===== src/include/desRound_settings.svh =====
`ifndef DESROUND_SETTINGS_SVH
`define DESROUND_SETTINGS_SVH

// Half-block, data input and f-function output
`define DES_HALF_WIDTH 32

// Round key and expanded word
`define DES_KEY_WIDTH 48

// One S-box input
`define DES_CHUNK_WIDTH 6

// One S-box output
`define DES_NIBBLE_WIDTH 4

`define DES_SBOX_COUNT 8

`endif


===== src/hw/desRoundPkg.sv =====
`include "desRound_settings.svh"

package desRoundPkg;

    ////////////////////////////////////////
    // Data types
    ////////////////////////////////////////

    typedef logic [`DES_HALF_WIDTH-1:0] halfBlock_t;
    typedef logic [`DES_KEY_WIDTH-1:0] roundKey_t;

    typedef struct packed {
        halfBlock_t data;
        roundKey_t  key;
    } roundReq_t;

    // Row is {outerHi, outerLo}
    typedef struct packed {
        logic                         outerHi;
        logic [`DES_CHUNK_WIDTH-3:0] column;
        logic                         outerLo;
    } sboxAddr_t;

    typedef union packed {
        logic [`DES_CHUNK_WIDTH-1:0] raw;
        sboxAddr_t                   addr;
    } sboxChunk_t;

    // Chunk 7 is the MSB chunk and feeds S-box 1
    typedef sboxChunk_t [`DES_SBOX_COUNT-1:0] mixedWord_t;

    ////////////////////////////////////////
    // Tables
    ////////////////////////////////////////

    // Source bit per output bit, counted from the MSB
    localparam int EXPANSION_TABLE [`DES_KEY_WIDTH] = '{
        31,  0,  1,  2,  3,  4,
         3,  4,  5,  6,  7,  8,
         7,  8,  9, 10, 11, 12,
        11, 12, 13, 14, 15, 16,
        15, 16, 17, 18, 19, 20,
        19, 20, 21, 22, 23, 24,
        23, 24, 25, 26, 27, 28,
        27, 28, 29, 30, 31,  0
    };

    localparam int PERMUTATION_TABLE [`DES_HALF_WIDTH] = '{
        15,  6, 19, 20, 28, 11, 27, 16,
         0, 14, 22, 25,  4, 17, 30,  9,
         1,  7, 23, 13, 31, 26,  2,  8,
        18, 12, 29,  5, 21, 10,  3, 24
    };

    // Indexed [box][row][column], box 0 is S-box 1
    localparam logic [`DES_NIBBLE_WIDTH-1:0] SBOX_TABLE [`DES_SBOX_COUNT][4][16] = '{
        '{
            '{14,  4, 13,  1,  2, 15, 11,  8,  3, 10,  6, 12,  5,  9,  0,  7},
            '{ 0, 15,  7,  4, 14,  2, 13,  1, 10,  6, 12, 11,  9,  5,  3,  8},
            '{ 4,  1, 14,  8, 13,  6,  2, 11, 15, 12,  9,  7,  3, 10,  5,  0},
            '{15, 12,  8,  2,  4,  9,  1,  7,  5, 11,  3, 14, 10,  0,  6, 13}
        },
        '{
            '{15,  1,  8, 14,  6, 11,  3,  4,  9,  7,  2, 13, 12,  0,  5, 10},
            '{ 3, 13,  4,  7, 15,  2,  8, 14, 12,  0,  1, 10,  6,  9, 11,  5},
            '{ 0, 14,  7, 11, 10,  4, 13,  1,  5,  8, 12,  6,  9,  3,  2, 15},
            '{13,  8, 10,  1,  3, 15,  4,  2, 11,  6,  7, 12,  0,  5, 14,  9}
        },
        '{
            '{10,  0,  9, 14,  6,  3, 15,  5,  1, 13, 12,  7, 11,  4,  2,  8},
            '{13,  7,  0,  9,  3,  4,  6, 10,  2,  8,  5, 14, 12, 11, 15,  1},
            '{13,  6,  4,  9,  8, 15,  3,  0, 11,  1,  2, 12,  5, 10, 14,  7},
            '{ 1, 10, 13,  0,  6,  9,  8,  7,  4, 15, 14,  3, 11,  5,  2, 12}
        },
        '{
            '{ 7, 13, 14,  3,  0,  6,  9, 10,  1,  2,  8,  5, 11, 12,  4, 15},
            '{13,  8, 11,  5,  6, 15,  0,  3,  4,  7,  2, 12,  1, 10, 14,  9},
            '{10,  6,  9,  0, 12, 11,  7, 13, 15,  1,  3, 14,  5,  2,  8,  4},
            '{ 3, 15,  0,  6, 10,  1, 13,  8,  9,  4,  5, 11, 12,  7,  2, 14}
        },
        '{
            '{ 2, 12,  4,  1,  7, 10, 11,  6,  8,  5,  3, 15, 13,  0, 14,  9},
            '{14, 11,  2, 12,  4,  7, 13,  1,  5,  0, 15, 10,  3,  9,  8,  6},
            '{ 4,  2,  1, 11, 10, 13,  7,  8, 15,  9, 12,  5,  6,  3,  0, 14},
            '{11,  8, 12,  7,  1, 14,  2, 13,  6, 15,  0,  9, 10,  4,  5,  3}
        },
        '{
            '{12,  1, 10, 15,  9,  2,  6,  8,  0, 13,  3,  4, 14,  7,  5, 11},
            '{10, 15,  4,  2,  7, 12,  9,  5,  6,  1, 13, 14,  0, 11,  3,  8},
            '{ 9, 14, 15,  5,  2,  8, 12,  3,  7,  0,  4, 10,  1, 13, 11,  6},
            '{ 4,  3,  2, 12,  9,  5, 15, 10, 11, 14,  1,  7,  6,  0,  8, 13}
        },
        '{
            '{ 4, 11,  2, 14, 15,  0,  8, 13,  3, 12,  9,  7,  5, 10,  6,  1},
            '{13,  0, 11,  7,  4,  9,  1, 10, 14,  3,  5, 12,  2, 15,  8,  6},
            '{ 1,  4, 11, 13, 12,  3,  7, 14, 10, 15,  6,  8,  0,  5,  9,  2},
            '{ 6, 11, 13,  8,  1,  4, 10,  7,  9,  5,  0, 15, 14,  2,  3, 12}
        },
        '{
            '{13,  2,  8,  4,  6, 15, 11,  1, 10,  9,  3, 14,  5,  0, 12,  7},
            '{ 1, 15, 13,  8, 10,  3,  7,  4, 12,  5,  6, 11,  0, 14,  9,  2},
            '{ 7, 11,  4,  1,  9, 12, 14,  2,  0,  6, 10, 13, 15,  3,  5,  8},
            '{ 2,  1, 14,  7,  4, 10,  8, 13, 15, 12,  9,  0,  3,  5,  6, 11}
        }
    };

endpackage


===== src/hw/desExpandMix.sv =====
`timescale 1ns/1ps
`include "desRound_settings.svh"

module desExpandMix
    import desRoundPkg::*;
(
    input  logic       clk,
    input  logic       rstN,

    input  logic       inValid,
    output logic       inReady,
    input  roundReq_t  inReq,

    output logic       mixValid,
    input  logic       mixReady,
    output mixedWord_t mixWord
);

    roundKey_t  expanded;
    mixedWord_t mixNext;

    // E expansion, table counts bits from the MSB
    always_comb
    begin
        for (int i = 0; i < `DES_KEY_WIDTH; i++)
        begin
            expanded[`DES_KEY_WIDTH-1-i] = inReq.data[`DES_HALF_WIDTH-1-EXPANSION_TABLE[i]];
        end
    end

    // Key mix, chunk by chunk
    always_comb
    begin
        for (int c = 0; c < `DES_SBOX_COUNT; c++)
        begin
            mixNext[c].raw = expanded[c*`DES_CHUNK_WIDTH +: `DES_CHUNK_WIDTH]
                           ^ inReq.key[c*`DES_CHUNK_WIDTH +: `DES_CHUNK_WIDTH];
        end
    end

    // Free slot, or the slot drains this cycle
    assign inReady = !mixValid || mixReady;

    always_ff @(posedge clk)
    begin
        if (!rstN)
            mixValid <= 1'b0;
        else if (inReady)
            mixValid <= inValid;
    end

    always_ff @(posedge clk)
    begin
        if (inValid && inReady)
            mixWord <= mixNext;
    end

endmodule


===== src/hw/desRoundFunc.sv =====
`timescale 1ns/1ps

module desRoundFunc
    import desRoundPkg::*;
(
    input  logic      clk,
    input  logic      rstN,

    input  logic      inValid,
    output logic      inReady,
    input  roundReq_t inReq,

    output logic      outValid,
    input  logic      outReady,
    output halfBlock_t outData
);

    logic       mixValid;
    logic       mixReady;
    mixedWord_t mixWord;

    desExpandMix i_expandMix (
        .clk      (clk),
        .rstN     (rstN),
        .inValid  (inValid),
        .inReady  (inReady),
        .inReq    (inReq),
        .mixValid (mixValid),
        .mixReady (mixReady),
        .mixWord  (mixWord)
    );

    desSubstitute i_substitute (
        .clk      (clk),
        .rstN     (rstN),
        .mixValid (mixValid),
        .mixReady (mixReady),
        .mixWord  (mixWord),
        .outValid (outValid),
        .outReady (outReady),
        .outData  (outData)
    );

endmodule


===== src/hw/desSubstitute.sv =====
`timescale 1ns/1ps
`include "desRound_settings.svh"

module desSubstitute
    import desRoundPkg::*;
(
    input  logic       clk,
    input  logic       rstN,

    input  logic       mixValid,
    output logic       mixReady,
    input  mixedWord_t mixWord,

    output logic       outValid,
    input  logic       outReady,
    output halfBlock_t outData
);

    halfBlock_t sboxOut;
    halfBlock_t permuted;

    // Chunk c goes to S-box 8-c, nibble lands in the same slot
    always_comb
    begin
        for (int c = 0; c < `DES_SBOX_COUNT; c++)
        begin
            sboxOut[c*`DES_NIBBLE_WIDTH +: `DES_NIBBLE_WIDTH] =
                SBOX_TABLE[`DES_SBOX_COUNT-1-c]
                          [{mixWord[c].addr.outerHi, mixWord[c].addr.outerLo}]
                          [mixWord[c].addr.column];
        end
    end

    // P permutation
    always_comb
    begin
        for (int i = 0; i < `DES_HALF_WIDTH; i++)
        begin
            permuted[`DES_HALF_WIDTH-1-i] = sboxOut[`DES_HALF_WIDTH-1-PERMUTATION_TABLE[i]];
        end
    end

    assign mixReady = !outValid || outReady;

    always_ff @(posedge clk)
    begin
        if (!rstN)
            outValid <= 1'b0;
        else if (mixReady)
            outValid <= mixValid;
    end

    always_ff @(posedge clk)
    begin
        if (mixValid && mixReady)
            outData <= permuted;
    end

endmodule


===== config.mk =====
export PLATFORM = sky130hd
export DESIGN_NAME = desRoundFunc
export DESIGN_NICKNAME = d
export VERILOG_FILES = /design/src/hw/desRoundPkg.sv /design/src/hw/desExpandMix.sv /design/src/hw/desRoundFunc.sv /design/src/hw/desSubstitute.sv
export VERILOG_INCLUDE_DIRS = /design/src /design/src/include
export SDC_FILE = /design/constraint.sdc
export NUM_CORES = 1
export LEC_CHECK = 0
export ABC_CLOCK_PERIOD_IN_PS = 4160
export BUFFER_PORTS_ARGS = -buffer_cell sky130_fd_sc_hd__buf_2
export CORE_UTILIZATION = 60
export CTS_BUF_LIST = sky130_fd_sc_hd__clkbuf_8
export CTS_CLUSTER_DIAMETER = 150
export DETAILED_ROUTE_END_ITERATION = 10
export PLACE_DENSITY = 0.9
export REMOVE_ABC_BUFFERS = 1
export SLEW_MARGIN = 15
export SYNTH_ARGS = -nofsm -noshare
export SYNTH_HDL_FRONTEND = slang
export SYNTH_HIERARCHICAL = 1
export SYNTH_SLANG_ARGS = --single-unit

===== constraint.sdc =====
create_clock -name clk -period 4.16 [get_ports clk]
set_clock_uncertainty 0.1 [all_clocks]
set_input_delay 0.416 -clock clk [delete_from_list [all_inputs] [get_ports clk]]
set_output_delay 0.416 -clock clk [all_outputs]
set_load 0.01 [all_outputs]

==> impl_metrics.json <==
{
  "firstDrtPassIters": 5,
  "min_path_type": "input pin to flop",
  "fmax_mhz": 362,
  "crit_fanout": 15,
  "drt_wl_total_um": 16600,
  "end_kind": "flop",
  "vias_per_cell": 6.07,
  "clk_pin_slew_ps": 90,
  "worstPathRequired_ps": 4180,
  "crit_type": "flop to flop",
  "num_rows": 41,
  "ctsRootBufferMaster": "clkbuf_8",
  "cp-start-kind": "flop",
  "final_cells": 1041,
  "switching_share_pct": 33.2,
  "numPlacedInstances": 1025,
  "grt_pass1_vias": 5593,
  "drive_gt1_share_pct": 21.2,
  "power.density_nw_per_um2": 303,
  "dieArea_um2": 13700,
  "synth_top_cell_by_area": "edfxtp_1",
  "fin_tns_setup_ps": 0,
  "status": "finished, final reports clean",
  "htreeDepth": 3,
  "r2r-start": "i_expandMix/mixWord[29]$_DFFE_PP_",
  "io_buffers": 117,
  "io_pins": 118,
  "synthArstFlopShare_pct": 0,
  "synthCells": 799,
  "cts-hold-fix-buffers": 0,
  "fill_cells": 992,
  "drv_slew": 0,
  "antenna_found_initial": 0,
  "ys_top_cells_by_area": "edfxtp_1, ha_1, mux4_2",
  "area_growth_pct": 7.90,
  "core_um2": 12800,
  "dieHeight_um": 117,
  "cts_resized": 0,
  "dp_hpwl_um": 11600,
  "rsz0062_at_grt": "no",
  "worst_pin_slew_ps": 1080,
  "arrival_ps": 2780,
  "seq_power_share_pct": 45.7,
  "synth.distinct_cells": 71,
  "netlist_top_cells_count": "edfxtp_1, ha_1, o21ai_0, xor2_1, a21oi_1",
  "timing.rr.end": "i_substitute/outData[22]$_DFFE_PP_",
  "r2r_cells": 5,
  "drt_iter0_drc": 519,
  "vias": 6321,
  "yosysWarnings": 6,
  "p_comb_share_pct": 31.5,
  "hp-start": "rstN",
  "ant_nets": 0,
  "switching_power_mw": 0.861,
  "fin_crit_sh_pct": 66.4,
  "holdPathEnd": "i_expandMix/mixValid$_SDFFE_PN0P_",
  "maxCapViolCount": 0,
  "synth.most_common_cell": "edfxtp_1",
  "setup-violations-final": 0,
  "ys_seq_elements": 82,
  "remaining_drc_errors": 0,
  "n_antenna_cell": 0,
  "nNetsFinal": 1011,
  "regArea_um2": 2440,
  "hold_depth": 2,
  "yosysTopAreaCellShare_pct": 30.3,
  "period_needed_ps": 2760,
  "synth_edf_count": 80,
  "grt_overflow_total": 0,
  "clkPwrFrac_pct": 22.7,
  "power_leakage_nw": 3.55,
  "avgSynthCellArea_um2": 9.93,
  "initial_core_util_pct": 62.1,
  "mappedNetlistArea_um2": 7930,
  "multi_input_area_um2": 4960,
  "r2r_slack_ps": 1400,
  "grt_pass1_wl_um": 26500,
  "hold_viol": 0,
  "max_slew_margin_pct": 28.3,
  "routedWlPerCell_um": 16.0,
  "ir_drop_mv": 0.222,
  "die_x_um": 117,
  "gp_congestion": 0.957,
  "clockBufferDepth": 2,
  "synthFlopType": "edfxtp_1",
  "seq_area_frac_synth_pct": 30.8,
  "cts_num_sinks": 82,
  "grt_usage_pct": 25.0,
  "cts_tree": "built",
  "clock_latency_ps": 370,
  "postCtsSetupRepairBufs": 0,
  "internal_power_mw": 1.73,
  "grt_start_max_net_pins": 49,
  "numCtsBuffers": 9
}
## worst max path at each step
| stage | startpoint | to | slack [ps] |
|---|---|---|---|
| after global routing | i_expandMix/mixWord[29]$_DFFE_PP_ | i_substitute/outData[22]$_DFFE_PP_ | 1280 |
| final | i_expandMix/mixWord[29]$_DFFE_PP_ | i_substitute/outData[22]$_DFFE_PP_ | 1400 |
| after floorplan | i_expandMix/mixWord[29]$_DFFE_PP_ | i_substitute/outData[22]$_DFFE_PP_ | 1710 |
| after global placement | i_expandMix/mixWord[29]$_DFFE_PP_ | i_substitute/outData[22]$_DFFE_PP_ | 1580 |
| after detailed placement | i_expandMix/mixWord[29]$_DFFE_PP_ | i_substitute/outData[22]$_DFFE_PP_ | 1450 |
| after CTS | i_expandMix/mixWord[29]$_DFFE_PP_ | i_substitute/outData[22]$_DFFE_PP_ | 1450 |
## routing by layer
layer | GRT usage (%) | vias to the layer above | share of wire [%]
li1 | - | 3088 | -
met1 | 32.3 | 2940 | 42
met2 | 41.9 | 262 | 49
met3 | 4.27 | 31 | 6.7
met4 | 9.96 | 0 | 2.1
met5 | 0 | - | 0
## state kept, by name (all words and copies together) (netlist names)
signal,cells
i_expandMix/mixWord,48
i_substitute/outData,32
i_expandMix/mixValid,1
i_substitute/outValid,1
## metrics by stage
stage                     hold slack, ps  worst slack, ps  utilization [%]  instance area (µm²)  power (mW)
after global routing                 174             1280             67.0                 8560        2.75
after detailed placement             418             1450             65.5                 8370        2.01
after floorplan                      378             1710                -                 7560        1.77
after global placement               406             1580             65.5                 8370        1.98
final                                191             1400             67.0                 8560        2.60
after CTS                            177             1450             67.0                 8560        2.60
## worst max-delay path: stages, from the launching register on
cell,delay (ps)
edfxtp_1,670
inv_1,200
ha_1,470
inv_1,110
mux4_2,470
mux4_2,490
## power groups by stage
stage | clock, mW | sequential (mW) | combinational, mW
3_3_place_gp | 0 | 1.20 | 0.781
6_report | 0.590 | 1.19 | 0.819
2_1_floorplan | 0 | 1.17 | 0.592
3_5_place_dp | 0 | 1.20 | 0.809
5_1_grt | 0.636 | 1.21 | 0.905
4_1_cts | 0.604 | 1.18 | 0.815
## cells in the final DEF, fill, tap and decap left out, types with 34 or more instances in the layout
cell type	count
buf_2	117
edfxtp_1	80
ha_1	63
o21ai_0	58
xor2_1	54
a21oi_1	45
inv_1	43
nand2_1	42
nor2_1	40
mux4_2	34
## kinds of logic after synthesis
| group | Yosys count | share of synthesized area (%) |
|---|---|---|
| buffers and inverters | 105 | 6.66 |
| AOI/OAI and AO/OA | 219 | 18.3 |
| and+or+nand+nor | 194 | 12.7 |
| adders and majority gates | 63 | 9.94 |
| DFF | 82 | 30.8 |
| xor gates and xnor gates | 62 | 6.84 |
| muxes | 74 | 14.8 |
## final cells by class
cell class | instances | area share, %
Multi-Input combinational cell | 612 | 58.0
Clock inverter | 6 | 0.672
Inverter | 42 | 1.84
Tap cell | 172 | 2.51
Sequential cell | 82 | 28.5
Clock buffer | 10 | 1.61
Timing Repair Buffer | 117 | 6.84
Power figures use the tool's default switching activity.
